--- src/design/cin_pkg.sv ---
`default_nettype none

package cin_pkg;

    // one clock's worth of link input
    typedef logic [3:0] nibble_t;

    // assembled command word, oldest nibble in the low bits
    typedef logic [31:0] cin_word_t;

    // training return delay, modulo 8
    typedef logic [2:0] roundtrip_t;

    // bit offset applied by the aligner
    typedef logic [1:0] slip_t;

    // register bus
    typedef logic [1:0] reg_addr_t;
    typedef logic [7:0] reg_data_t;

    // register map
    localparam reg_addr_t REG_CTRL   = 2'd0;
    localparam reg_addr_t REG_STATUS = 2'd1;
    localparam reg_addr_t REG_ERRCNT = 2'd2;

    // bit positions in a control write, each one fires a command pulse
    localparam int unsigned CTRL_LOCK_BIT     = 0;
    localparam int unsigned CTRL_SLIP_BIT     = 1;
    localparam int unsigned CTRL_CAPTURE_BIT  = 2;
    localparam int unsigned CTRL_RST_SLIP_BIT = 3;

    // four-phase handshake states of the register block
    typedef enum logic [1:0] {
        RS_IDLE = 2'd0,
        RS_ACK  = 2'd1,
        RS_DROP = 2'd2
    } regs_state_t;

endpackage

`default_nettype wire
--- src/design/cin_link_top.sv ---
`timescale 1ns/1ns
`default_nettype none

module cin_link_top import cin_pkg::*; #(
    parameter cin_word_t TRAIN_SEQUENCE = 32'hA55A6996
) (
    input  wire            ifclk_i,
    input  wire            rst_lock_i,
    input  wire            ifclk_phase_i,
    input  wire nibble_t   cin_i,
    // register bus
    input  wire            req_i,
    input  wire            we_i,
    input  wire reg_addr_t addr_i,
    input  wire reg_data_t wdata_i,
    output logic           ack_o,
    output reg_data_t      rdata_o,
    // data path
    output logic           locked_o,
    output cin_word_t      cin_parallel_o,
    output logic           cin_parallel_valid_o
);

    // commands from the register block
    logic lock_cmd;
    logic bitslip_cmd;
    logic capture_cmd;
    logic rst_bitslip_cmd;
    // global reset also clears the slip offset
    logic align_rst;

    nibble_t cin_align;
    roundtrip_t roundtrip;
    logic biterr;

    assign align_rst = rst_lock_i || rst_bitslip_cmd;

    cin_link_regs u_regs (
        .ifclk_i       (ifclk_i),
        .rst_lock_i    (rst_lock_i),
        .req_i         (req_i),
        .we_i          (we_i),
        .addr_i        (addr_i),
        .wdata_i       (wdata_i),
        .locked_i      (locked_o),
        .roundtrip_i   (roundtrip),
        .biterr_i      (biterr),
        .ack_o         (ack_o),
        .rdata_o       (rdata_o),
        .lock_o        (lock_cmd),
        .bitslip_o     (bitslip_cmd),
        .capture_o     (capture_cmd),
        .rst_bitslip_o (rst_bitslip_cmd)
    );

    cin_bit_align u_align (
        .ifclk_i       (ifclk_i),
        .rst_bitslip_i (align_rst),
        .bitslip_i     (bitslip_cmd),
        .cin_i         (cin_i),
        .cin_align_o   (cin_align)
    );

    cin_parallel_sync #(
        .TRAIN_SEQUENCE (TRAIN_SEQUENCE)
    ) u_sync (
        .ifclk_i              (ifclk_i),
        .rst_lock_i           (rst_lock_i),
        .ifclk_phase_i        (ifclk_phase_i),
        .cin_align_i          (cin_align),
        .lock_i               (lock_cmd),
        .capture_i            (capture_cmd),
        .locked_o             (locked_o),
        .cin_parallel_o       (cin_parallel_o),
        .cin_parallel_valid_o (cin_parallel_valid_o),
        .roundtrip_o          (roundtrip),
        .biterr_o             (biterr)
    );

endmodule

`default_nettype wire

--- src/design/cin_link_regs.sv ---
`timescale 1ns/1ns
`default_nettype none

module cin_link_regs import cin_pkg::*; (
    input  wire            ifclk_i,
    input  wire            rst_lock_i,
    // four-phase register bus
    input  wire            req_i,
    input  wire            we_i,
    input  wire reg_addr_t addr_i,
    input  wire reg_data_t wdata_i,
    // status from the link logic
    input  wire            locked_i,
    input  wire roundtrip_t roundtrip_i,
    input  wire            biterr_i,
    output logic           ack_o,
    output reg_data_t      rdata_o,
    // one-cycle command pulses
    output logic           lock_o,
    output logic           bitslip_o,
    output logic           capture_o,
    output logic           rst_bitslip_o
);

    regs_state_t state;

    // a new request seen in idle, the access happens in this cycle
    logic access;
    logic wr_ctrl;
    logic rd_status;
    logic wr_errcnt;

    // set by any bit error, cleared by a status read
    logic biterr_sticky;
    // saturating count of bit-error cycles
    reg_data_t errcnt;
    reg_data_t status_word;

    assign access    = (state == RS_IDLE) && req_i;
    assign wr_ctrl   = access && we_i && (addr_i == REG_CTRL);
    assign rd_status = access && !we_i && (addr_i == REG_STATUS);
    assign wr_errcnt = access && we_i && (addr_i == REG_ERRCNT);

    // bit 0 locked, bits 3:1 roundtrip, bit 4 sticky bit error
    assign status_word = {3'b000, biterr_sticky, roundtrip_i, locked_i};

    // idle -> ack on req, ack -> drop when req falls, drop -> idle
    // the drop state keeps a turnaround cycle before the next access
    always_ff @(posedge ifclk_i) begin
        if (rst_lock_i) begin
            state <= RS_IDLE;
        end else begin
            case (state)
                RS_IDLE: if (req_i) state <= RS_ACK;
                RS_ACK:  if (!req_i) state <= RS_DROP;
                RS_DROP: state <= RS_IDLE;
                default: state <= RS_IDLE;
            endcase
        end
    end

    // ack comes up the cycle after the access and falls the cycle after req drops
    assign ack_o = (state == RS_ACK);

    // read data is sampled during the access and held through ack
    always_ff @(posedge ifclk_i) begin
        if (access && !we_i) begin
            case (addr_i)
                REG_STATUS: rdata_o <= status_word;
                REG_ERRCNT: rdata_o <= errcnt;
                default:    rdata_o <= '0;
            endcase
        end
    end

    // each set bit of a control write fires its pulse for one clock
    always_ff @(posedge ifclk_i) begin
        if (rst_lock_i) begin
            lock_o        <= 1'b0;
            bitslip_o     <= 1'b0;
            capture_o     <= 1'b0;
            rst_bitslip_o <= 1'b0;
        end else begin
            lock_o        <= wr_ctrl && wdata_i[CTRL_LOCK_BIT];
            bitslip_o     <= wr_ctrl && wdata_i[CTRL_SLIP_BIT];
            capture_o     <= wr_ctrl && wdata_i[CTRL_CAPTURE_BIT];
            rst_bitslip_o <= wr_ctrl && wdata_i[CTRL_RST_SLIP_BIT];
        end
    end

    // an error in the reading cycle survives the clear
    always_ff @(posedge ifclk_i) begin
        if (rst_lock_i) begin
            biterr_sticky <= 1'b0;
        end else begin
            biterr_sticky <= biterr_i || (biterr_sticky && !rd_status);
        end
    end

    // any write to the count register clears it
    always_ff @(posedge ifclk_i) begin
        if (rst_lock_i) begin
            errcnt <= '0;
        end else if (wr_errcnt) begin
            errcnt <= '0;
        end else if (biterr_i && (errcnt != 8'hFF)) begin
            errcnt <= errcnt + 8'd1;
        end
    end

endmodule

`default_nettype wire

--- src/design/cin_parallel_sync.sv ---
`timescale 1ns/1ns
`default_nettype none

module cin_parallel_sync import cin_pkg::*; #(
    // word that the far end sends while training
    parameter cin_word_t TRAIN_SEQUENCE = 32'hA55A6996
) (
    input  wire          ifclk_i,
    input  wire          rst_lock_i,
    // one-clock pulse marking cycle 0 of the 8-clock frame
    input  wire          ifclk_phase_i,
    input  wire nibble_t cin_align_i,
    // arm the lock on the next training word
    input  wire          lock_i,
    // capture the window now, locked or not
    input  wire          capture_i,
    output logic         locked_o,
    output cin_word_t    cin_parallel_o,
    output logic         cin_parallel_valid_o,
    output roundtrip_t   roundtrip_o,
    output logic         biterr_o
);

    // seven older nibbles, oldest in bits 3:0
    logic [27:0] cin_history;
    // full 32-bit window including the newest nibble
    cin_word_t current_cin;

    logic enable_lock;
    logic locked;
    // bit 3 marks the valid cycle, bits 2:0 count within the word
    logic [3:0] ifclk_sequence;
    logic enable_capture;
    logic do_capture;

    // registered copy of the phase marker
    logic phase_buf;
    roundtrip_t phase_cnt;

    // 8-deep nibble delay for the bit-error compare
    nibble_t cin_delay [8];
    nibble_t cin_delayed;
    // counts up once after reset until the history and delay line hold real data
    logic [3:0] fill_cnt;
    logic primed;

    assign current_cin = {cin_align_i, cin_history};
    assign do_capture  = enable_capture || capture_i;
    assign cin_delayed = cin_delay[7];
    assign primed      = (fill_cnt == 4'hF);

    // shift registers, payload only
    always_ff @(posedge ifclk_i) begin
        cin_history  <= {cin_align_i, cin_history[27:4]};
        cin_delay[0] <= cin_history[3:0];
        for (int i = 1; i < 8; i++) begin
            cin_delay[i] <= cin_delay[i-1];
        end
    end

    // phase marker high -> phase 0, buffered copy high -> phase 1,
    // so the counter is reloaded with 2
    always_ff @(posedge ifclk_i) begin
        if (rst_lock_i) begin
            phase_buf   <= 1'b0;
            phase_cnt   <= '0;
            roundtrip_o <= '0;
        end else begin
            phase_buf <= ifclk_phase_i;
            if (phase_buf) begin
                phase_cnt <= 3'd2;
            end else begin
                phase_cnt <= phase_cnt + 3'd1;
            end
            // delay is the phase seen when the aligned word comes out
            if (ifclk_sequence[3]) begin
                roundtrip_o <= phase_cnt;
            end
        end
    end

    // lock enable stays set until the global reset
    // locked rises one clock after the window matches the training word
    always_ff @(posedge ifclk_i) begin
        if (rst_lock_i) begin
            enable_lock <= 1'b0;
            locked      <= 1'b0;
        end else begin
            if (lock_i) begin
                enable_lock <= 1'b1;
            end
            if (enable_lock && (current_cin == TRAIN_SEQUENCE)) begin
                locked <= 1'b1;
            end
        end
    end

    // sequence runs 0..8 after lock, then 1..8 so valid repeats every 8 clocks
    // capture is armed at count 6 and lands together with valid at 8
    always_ff @(posedge ifclk_i) begin
        if (rst_lock_i) begin
            ifclk_sequence <= '0;
            enable_capture <= 1'b0;
        end else begin
            if (!locked) begin
                ifclk_sequence <= '0;
            end else begin
                ifclk_sequence <= {1'b0, ifclk_sequence[2:0]} + 4'd1;
            end
            enable_capture <= (ifclk_sequence == 4'h6);
        end
    end

    // word register, no reset
    always_ff @(posedge ifclk_i) begin
        if (do_capture) begin
            cin_parallel_o <= current_cin;
        end
    end

    // unlocked training repeats every 8 nibbles, any difference is a bit error
    always_ff @(posedge ifclk_i) begin
        if (rst_lock_i) begin
            fill_cnt <= '0;
            biterr_o <= 1'b0;
        end else begin
            if (!primed) begin
                fill_cnt <= fill_cnt + 4'd1;
            end
            // held low while locked, and while the delay line still fills
            biterr_o <= !locked && primed && (cin_history[3:0] != cin_delayed);
        end
    end

    assign locked_o             = locked;
    assign cin_parallel_valid_o = ifclk_sequence[3];

endmodule

`default_nettype wire

--- src/design/cin_bit_align.sv ---
`timescale 1ns/1ns
`default_nettype none

module cin_bit_align import cin_pkg::*; (
    input  wire          ifclk_i,
    // returns the offset to zero
    input  wire          rst_bitslip_i,
    // advance the window by one bit
    input  wire          bitslip_i,
    // raw nibble from the deserializer
    input  wire nibble_t cin_i,
    // aligned nibble, one clock behind cin_i
    output nibble_t      cin_align_o
);

    // previous nibble, the older half of the window
    nibble_t cin_prev;
    // current bit offset
    slip_t offset;
    // current nibble on top, previous below
    logic [7:0] cin_cat;
    // lowest bit of the selected window
    logic [2:0] win_base;

    assign cin_cat = {cin_i, cin_prev};

    // offset 0 picks the current nibble as is
    // each slip moves the window one bit further into the past
    assign win_base = 3'd4 - {1'b0, offset};

    // offset wraps 3 -> 0 by natural overflow
    always_ff @(posedge ifclk_i) begin
        if (rst_bitslip_i) begin
            offset <= '0;
        end else if (bitslip_i) begin
            offset <= offset + 2'd1;
        end
    end

    // payload path, no reset
    always_ff @(posedge ifclk_i) begin
        cin_prev    <= cin_i;
        cin_align_o <= cin_cat[win_base +: 4];
    end

endmodule

`default_nettype wire

--- config.mk ---
export PLATFORM = sky130hd
export DESIGN_NAME = cin_link_top
export DESIGN_NICKNAME = d
export VERILOG_FILES = /design/src/design/cin_pkg.sv /design/src/design/cin_link_top.sv /design/src/design/cin_link_regs.sv /design/src/design/cin_parallel_sync.sv /design/src/design/cin_bit_align.sv
export SDC_FILE = /design/constraint.sdc
export NUM_CORES = 1
export LEC_CHECK = 0
export BUFFER_PORTS_ARGS = -buffer_cell sky130_fd_sc_hd__buf_2
export CORE_MARGIN = 2
export CORE_UTILIZATION = 45
export DETAILED_ROUTE_END_ITERATION = 16
export SLEW_MARGIN = 20
export SYNTH_ARGS = -nofsm -noshare
export SYNTH_HDL_FRONTEND = slang
export SYNTH_SLANG_ARGS = --single-unit
--- constraint.sdc ---
create_clock -name ifclk_i -period 1.65 [get_ports ifclk_i]
set_input_delay 0.0825 -clock ifclk_i [delete_from_list [all_inputs] [get_ports ifclk_i]]
set_output_delay 0.0825 -clock ifclk_i [all_outputs]
set_load 0.1 [all_outputs]
---- Word level (Yosys, flattened, before mapping) ----
Memory sizes are Yosys's and may differ from the RTL's.
Cells that the tools add are included.
word-level totals
  bits in registers ....................... 112
  latch bits .............................. 0
  RAM bits ................................ 32
  ROM bits ................................ 0
  input port bits ......................... 19
  memories ................................ 1
cells by class
  $add $sub $neg .......................... 6
  multipliers ............................. 0
  div/mod/pow operators ................... 0
  magnitude comparators ................... 0
  equality and inequality tests ........... 10
  shifts and indexed selects .............. 1
  mux-type cells .......................... 5
  bitwise logic cells ..................... 1
  reductions and logical operators ........ 27
memory list
  name              depth  bits a word  rd ports  clocked after Yosys merged registers in  write ports  line                     RTL
  u_sync.cin_delay  8      4            8         0                                        8            cin_parallel_sync.sv:41  nibble_t cin_delay [8];
operators with widths
  kind                  count
  $eq 32x32->1 const B  1
  $pmux 8 s2            1
  $logic_and 1x1->1     15
  $add 8x1->8 const B   1
  $ne 8x8->1 const B    1
  $shiftx 8x4->4        1
  $mux 2                3
  $reduce_or 2->1       3
  $add 3x1->4 const B   1
  $add 4x1->4 const B   1
  $eq 2x1->1 const B    2
  $eq 4x3->1 const B    1
  $eq 4x4->1 const B    1
  $logic_not 2->1       2
  $ne 2x2->1 const B    2
  $ne 4x4->1            1
  $pmux 2 s2            1
  $add 3x1->3 const B   1
  $logic_not 1->1       3
  $logic_or 1x1->1      3
  $sub 3x2->3 const A   1
  $add 2x1->2 const B   1
  $eq 2x2->1 const B    1
  $reduce_and 2->1      1
  $not 1->1             1

---- Logic depth before layout (Yosys ltp) ----
Gate-level depths: netlist of the first run.
  word-level depth ........................ 7
  mapped depth ............................ 7

---- Hierarchy ----
From an unflattened synthesis of the first run, not the netlist that was laid out.
second synthesis, totals
  cells, all modules ...................... 308
  area total of the unflattened synthesis .. 4524.3 sq um
by module, submodules not included
  module             times used  cells each  area each (sq um)  sequential area each (sq um)
  cin_parallel_sync  1           171         2962.8             2542.4
  cin_link_regs      1           99          1107.3             540.5
  cin_bit_align      1           37          447.9              200.2
  cin_link_top       1           1           6.3                0.0

---- Worst setup path after synthesis of the first run ----
Ideal clock, no wire load.
  path kind ............................... reg-to-reg
  start ................................... register u_regs.state[0]
  end ..................................... register u_regs.state[1]
  data arrival time ....................... 1.977 ns
  data required time ...................... 1.569 ns
  setup slack ............................. -0.409 ns
  cell stages (with the launch flop) ...... 3
  buffers on the path ..................... 0
  path through ............................ dfxtp_1 -> nor2b_1 -> nor3b_1
between the ends
  cells in the longest elaborated chain, start to end .. 3
  elaborated cells on any way between the ends .. 6
  classes of those cells .................. 3 x eq/ne; 1 x mux; 2 x reduce/logical
RTL lines
  element                     line                 RTL
  from (decl)                 cin_link_regs.sv:25  regs_state_t state;
  from (signal assigned)      cin_link_regs.sv:51  state <= RS_IDLE;
  from (signal assigned)      cin_link_regs.sv:54  RS_IDLE: if (req_i) state <= RS_ACK;
  from (signal assigned)      cin_link_regs.sv:55  RS_ACK: if (!req_i) state <= RS_DROP;
  $eq 2x1->1 (*)              --
  net ack_o                   cin_link_top.sv:16   output logic ack_o,
  $ne 2x2->1 (no line)        --
  $reduce_and 2->1 (no line)  --
Mark *: on every way through the listed nets, which the timed path passes. The rest lies on a longest branch.
A chain may end at the register's enable or synchronous reset.

---- Worst setup path after layout of the first run ----
  start ................................... register u_sync.ifclk_sequence[3]
  end ..................................... output port cin_parallel_valid_o
RTL lines
  element                 line                      RTL
  from (decl)             cin_parallel_sync.sv:32   logic [3:0] ifclk_sequence;
  from (signal assigned)  cin_parallel_sync.sv:108  ifclk_sequence <= {1'b0, ifclk_sequence[2:0]} + 4'd1;
  to (decl)               cin_link_top.sv:21        output logic cin_parallel_valid_o
No word-level cell between the ends.

==> results.md, run 1 <==
- Htree depth: 4
- Post-Place Worst Slack: 0.126 ns
- Relative slew slack: 0.462
- Worst path arrival time: 1.46 ns
- Post-Route WL: 7290 um
- Die height: 104 um
- Primary FF master, synth: dfxtp_1
- DRT iter0 DRCs: 88
- Core ar.: 9730 um2
- Vias in the first global route: 2464
- Fin Setup TNS: 0 ns
- TritonCTS buffer count: 17
- Met3 global-route usage: 0.0501
- WL/cell: 13.3 um
- Number of detailed-route iterations in the first pass: 4
- Worst Path Required: 1.57 ns
- Synthesized area per cell: 14.3 um2
- Crit path buf inv count: 1
- Pwr Density: 1340 nW/um2
- Share of Yosys cell area claimed by the top area cell type: 0.462
- Cell with the most instances after synthesis: dfxtp_1
- Post-synth top cells: dfxtp_1 (104), edfxtp_1 (40), nor2_1 (20)
- Fin Clk Skew: 0.00884 ns
- CP endpoint kind: output pin
- Post-synthesis sequential area ratio: 0.729
- Final Max Tran Viols: 0
- Final Util: 0.576
- Cell family with most CP delay: buffers and inverters
- Critical path cell sequence: buf_2
- Cells after Synth: 314
- Final WS setup: 0.107 ns
- Synthesized cell area: 4500 um2
- First-pass GRT wire length: 12000 um
- Port bufs: 57
- Post-synth EDFFs: 40
- Hold Crit Class: in2reg
- Leakage: 2.17 nW
- Post CTS Setup Buffer Count: 0
- Synthesis Warnings: 0
- Final Hold Violating Endpoints: 0
- Worst Setup Path Type: reg2out
- Vias per std cell: 4.77
- Most used routing layer: met2
- Final worst-path cycle share: 0.935
- Outcome: finished, final reports clean
- Initial antenna violation count: 0
- MaxCap Viol Count: 0
- Setup violators final: 0
- Antenna-violating nets left: 0
- Sequential Area: 3280 um2
- Slew @ Worst Pin: 0.808 ns
- Nets: 428
- Post-placement cell count: 502
- Unique masters post-synth: 47
- Synth top area cells: dfxtp_1 (46%), edfxtp_1 (27%), mux2i_1 (2.9%)
- Fillers: 835
- Layout cell share with drive strength beyond 1: 0.249
- Clock Path Buffers: 2
- Area of the multi-input gates: 1140 um2
- Drc violations: 0
- Die area: 10800 um2
- Total track usage: 0.144
- Clock Latency Late Sink: 0.51 ns
- GRT overflow: 0
- CTS root buffer: clkbuf_8
- Worst Setup Start Kind: register
- CP max FO: 5
- Synth Net Count: 342
- Max stage delay cell, worst path: buf_2
- M2 GR Usage: 0.207
- # diodes: 0
- Cell taking the most area after synthesis: dfxtp_1
- Die Width: 104 um
- Largest net degree at the start of global routing: 33
- GPL Wtd Cong: 0.809
- Number of I/O pins: 62
- Area grow syn2layout: 24.5%
- Highest clock rate: 648 MHz
- Cells resized by post-CTS repair: 0
- RSZ-0062 raised after global routing: false
- Clock-pin slew on the worst setup and hold paths: 0.06 ns
- Sink Count: 144
- Final critical-path required period: 1.54 ns
- Layout Cells excl Fill: 546
- Async SR Flop Fraction: 0
- Starting Density: 0.463
- Met1 Usage GRT: 0.189
- DP HPWL: 4890 um
- Worst path max stage delay: 0.48 ns
- Via count: 2605
- Peak supply drop: 0.821 mV
- Cell Rows: 36
- FF+latch count, synth: 144
- CTS tree: done
timing repair:
item | CTS | global route
hold buffers | 12 | 0
hold endpoints to repair | 17 | 0
setup endpoints to repair | 0 | 0
per-stage QoR:
stage	power, mW	cell area, um2	hold slack, ns
6_report	7.53	5600	0.172
2_1_floorplan	4.10	4510	0.110
3_5_place_dp	4.19	4950	0.227
4_1_cts	7.62	5600	0.154
3_3_place_gp	4.18	4950	0.221
5_1_grt	7.81	5600	0.200
worst reg2reg max path, cell delays in order (launching register included):
cell and delay (ns):
dfxtp_1 0.31, inv_1 0.10, ha_1 0.34, mux4_2 0.54
nand2_1 0.08, o21ai_1 0.05
report_power, final:
part | internal [mW] | total [mW] | switching [mW]
sequential | 3.78 | 3.86 | 0.0765
combinational | 0.104 | 0.269 | 0.165
clock | 2.00 | 3.40 | 1.41
total | 5.88 | 7.53 | 1.65
final timing paths:
path	startpoint	endpoint	slack [ns]	cells after the start
worst min-delay path	addr_i[1]	u_regs.rdata_o[4]$_DFFE_PP_	0.17	4
worst max-delay path	u_sync.ifclk_sequence[3]$_SDFF_PP0_	cin_parallel_valid_o	0.11	1
worst max register to register	u_align.offset[0]$_SDFFE_PP0P_	u_align.cin_align_o[0]$_DFF_P_	0.13	5
worst min register to register	u_sync.cin_delay[1][3]$_DFF_P_	u_sync.cin_delay[2][3]$_DFF_P_	0.32	0
cells by family after synthesis:
logic type / share of synthesized area
XOR/XNOR: 0.0156
adder cells (fa/ha/maj): 0.0250
buffers and inverters: 0.0181
AO/OA/AOI/OAI: 0.0522
AND/OR/NAND/NOR: 0.116
flip-flops: 0.729
multiplexers: 0.0439
metal layers:
metal  up-vias  wire length, um
met5         -                0
met4         0              130
met3        15              349
met2        51             3290
met1      1236             3510
li1       1303                -
registers in the layout (all words and copies together) (netlist names), 3 cells and up:
| name | cells |
|---|---|
| u_regs.rdata_o | 8 |
| u_regs.errcnt | 8 |
| u_align.cin_prev | 4 |
| u_sync.cin_delay | 32 |
| u_sync.cin_history | 28 |
| u_sync.cin_parallel_o | 32 |
| u_align.cin_align_o | 4 |
| u_sync.ifclk_sequence | 4 |
| u_sync.fill_cnt | 4 |
| u_sync.phase_cnt | 3 |
| u_sync.roundtrip_o | 3 |
final cells by class:
| type | count | share of cell area |
|---|---|---|
| flip-flops and latches | 144 | 0.586 |
| multi-input cells | 154 | 0.204 |
| clock buffers | 19 | 0.0752 |
| repair buffers | 74 | 0.0790 |
| inverters | 9 | 0.00603 |
| well taps | 133 | 0.0297 |
| clock inverters | 13 | 0.0205 |
layout by cell type, fill, tap and decap left out, types with 5 or more instances in the layout:
master / synthesis / final
clkbuf_16: 0 / 16
a22oi_1: 5 / 5
nand2_1: 5 / 5
buf_2: 2 / 57
inv_1: 9 / 9
ha_1: 9 / 9
nor2b_1: 12 / 11
nor4bb_1: 9 / 9
dfxtp_1: 104 / 104
nor2_1: 20 / 20
dlygate4sd3_1: 0 / 12
and2_1: 6 / 6
o21ai_0: 9 / 9
nand3_1: 7 / 7
edfxtp_1: 40 / 40
nor3_1: 7 / 7
buf_4: 1 / 5
mux2i_1: 13 / 13
Note: power is estimated with default switching activity, not from simulation.
==> run 2: changes to the inputs <==
--- a/config.mk
+++ b/config.mk
@@ -5,10 +5,11 @@
 export SDC_FILE = /design/constraint.sdc
 export NUM_CORES = 1
 export LEC_CHECK = 0
-export BUFFER_PORTS_ARGS = -buffer_cell sky130_fd_sc_hd__buf_2
+export BUFFER_PORTS_ARGS = -buffer_cell sky130_fd_sc_hd__clkbuf_2
 export CORE_MARGIN = 2
 export CORE_UTILIZATION = 45
 export DETAILED_ROUTE_END_ITERATION = 16
+export GPL_ROUTABILITY_DRIVEN = 0
 export SLEW_MARGIN = 20
 export SYNTH_ARGS = -nofsm -noshare
 export SYNTH_HDL_FRONTEND = slang
==> run 2 against run 1 <==
  * Sequential share of layout area shrank 0.88 points
  * Die area unchanged
  * Critical endpoint unchanged
  * Non-clock buffer count did not move
  * Maximum frequency up 0.56%
  * Sequential power about the same
==> results.md, run 2 (synthesized netlist as in run 1, its figures left out) <==
- Clock power share: 0.486 (+0.034)
- Die Width: 104 um (unchanged)
- Final Hold Violating Endpoints: 0 (unchanged)
- DRT iter0 DRCs: 85 (-3.4%)
- Max stage delay cell, worst path: clkbuf_2
- Internal Power: 6.36 mW (+8.1%)
- Final worst-path cycle share: 0.930 (-0.00518)
- GRT overflow: 0 (unchanged)
- Sequential share of power: 0.480 (-0.032)
- Post-Route WL: 7550 um (+3.6%)
- # diodes: 0 (unchanged)
- Hold Crit Class: in2reg
- Total track usage: 0.147 (+0.00210)
- Layout cell share with drive strength beyond 1: 0.257 (+0.00726)
- Setup violators final: 0 (unchanged)
- TritonCTS buffer count: 17 (unchanged)
- CP max FO: 5 (unchanged)
- Post CTS Setup Buffer Count: 0 (unchanged)
- Number of detailed-route iterations in the first pass: 4 (unchanged)
- Vias per std cell: 4.74 (-0.61%)
- Comb pwr share: 0.034 (-0.002)
- Met1 Usage GRT: 0.187 (-0.00216)
- Placed inst area: 4950 um2 (unchanged)
- Slew @ Worst Pin: 0.782 ns (-0.0255 ns)
- Sw Ratio: 0.209 (-0.00930)
- Worst Setup Start Kind: register
- Outcome: finished, final reports clean
- Final critical-path required period: 1.53 ns (-0.00855 ns)
- Peak supply drop: 0.947 mV (+15%)
- Cell Rows: 36 (unchanged)
- Cell family with most CP delay: buffers and inverters
- Worst Setup Path Type: reg2out
- Drc violations: 0 (unchanged)
- Number of I/O pins: 62 (unchanged)
- Critical path cell sequence: clkbuf_2
- Leakage: 2.22 nW (+2.5%)
- Die height: 104 um (unchanged)
- MaxCap Viol Count: 0 (unchanged)
- Via count: 2589 (-0.61%)
- Final Util: 0.585 (+0.00875)
- Worst Path Required: 1.57 ns (about the same)
- Pwr Density: 1410 nW/um2 (+5.2%)
- Antenna-violating nets left: 0 (unchanged)
- Relative slew slack: 0.479 (+0.0170)
- Fin Clk Skew: 0.0130 ns (+0.00415 ns)
- DP HPWL: 5090 um (+4.0%)
- Most frequent cells in the layout: dfxtp_1 (104), clkbuf_2 (56), edfxtp_1 (40)
- Clock-pin slew on the worst setup and hold paths: 0.06 ns (about the same)
- Fin Setup TNS: 0 ns (unchanged)
- CP endpoint kind: output pin
- Initial antenna violation count: 0 (unchanged)
- Final Max Tran Viols: 0 (unchanged)
- Htree depth: 4 (unchanged)
- Sink Count: 144 (unchanged)
- Vias in the first global route: 2557 (+3.8%)
- First-pass GRT wire length: 12300 um (+2.6%)
- WL/cell: 13.8 um (+3.6%)
- Die area: 10800 um2 (unchanged)
- CTS tree: done
- Flop2flop setup slack: 0.16 ns (+0.03 ns)
- Fin area: 5690 um2 (+1.5%)
- Worst path max stage delay: 0.50 ns (+0.02 ns)
- CTS root buffer: clkbuf_8
- M2 GR Usage: 0.224 (+0.0169)
- Nets: 428 (unchanged)
- RSZ-0062 raised after global routing: false
- Top Registers: u_sync.cin_delay (32), u_sync.cin_parallel_o (32), u_sync.cin_history (28)
- Met3 global-route usage: 0.0495 (-0.000627)
- Leading cell type in the layout, fill and taps excluded: dfxtp_1
- Largest net degree at the start of global routing: 33 (unchanged)
- Area grow syn2layout: 26.3%
- Starting Density: 0.463 (unchanged)
- NetSw: 1.68 mW (+2.3%)
- Most used routing layer: met2
- Clock Latency Late Sink: 0.51 ns (about the same)
- Highest clock rate: 652 MHz (+0.56%)
- Port bufs: 57 (unchanged)
- Core ar.: 9730 um2 (unchanged)
- Crit path buf inv count: 1 (unchanged)
- Worst path arrival time: 1.45 ns (about the same)
- Clock Path Buffers: 2 (unchanged)
## run 2: cell count changes in the layout (fill, tap and decap cells not counted), moves of 2 or more
cell / change
buf_2: -56
clkbuf_2: +56
bufinv_16: +3
inv_6: +3
clkbuf_1: -2
clkinvlp_4: -2
## run 2: power by group through the flow
stage               logic (mW)  clock network [mW]  registers, mW
CTS                      0.275                4.00           3.86
global route             0.295                4.16           3.88
global placement         0.247                   0           3.93
detailed placement       0.252                   0           3.94
floorplan                0.119                   0           3.98
finish                   0.273                3.91           3.86
## run 2: timing repair
item	4_1_cts	5_1_grt
hold endpoints to repair	18	0
gates resized for setup	0	2
setup endpoints to repair	0	2
hold buffers	12	0
## run 2: cell type report
type / instances / area (um2)
well taps: 133 / 166
flip-flops and latches: 144 / 3280
clock buffers: 17 / 414
repair buffers: 74 / 443
fillers: 798 / 4040
multi-input cells: 154 / 1140
inverters: 9 / 33.8
clock inverters: 15 / 205
## run 2: worst reg2reg max path, stage by stage (launching register included)
cell     delay [ns]
dfxtp_1        0.32
inv_1          0.11
ha_2           0.29
mux4_2         0.53
nand2_1        0.08
o21ai_1        0.06
## run 2: path summary, 6_finish.rpt
| kind | startpoint | endpoint | cells past startpoint |
|---|---|---|---|
| setup / recovery | u_sync.ifclk_sequence[3]$_SDFF_PP0_ | cin_parallel_valid_o | 1 |
| hold / removal | we_i | u_regs.rdata_o[6]$_DFFE_PP_ | 3 |
| setup reg to reg | u_align.offset[0]$_SDFFE_PP0P_ | u_align.cin_align_o[0]$_DFF_P_ | 5 |
| hold reg to reg | u_sync.cin_delay[0][1]$_DFF_P_ | u_sync.cin_delay[1][1]$_DFF_P_ | 0 |
## run 2: layer usage
layer  up-vias  share of wire
met5         -              0
met4         0          0.012
met3         8          0.040
met2        50           0.47
met1      1228           0.48
li1       1303              -
## run 2: through the flow
step	instances	worst slack (ns)	hold slack (ns)	power [mW]
2_1_floorplan	314	0.149	0.110	4.10
3_3_place_gp	502	0.149	0.224	4.18
3_5_place_dp	502	0.103	0.233	4.19
4_1_cts	546	0.0577	0.0402	8.14
5_1_grt	546	0.0220	0.0641	8.33
6_report	546	0.116	0.0581	8.04
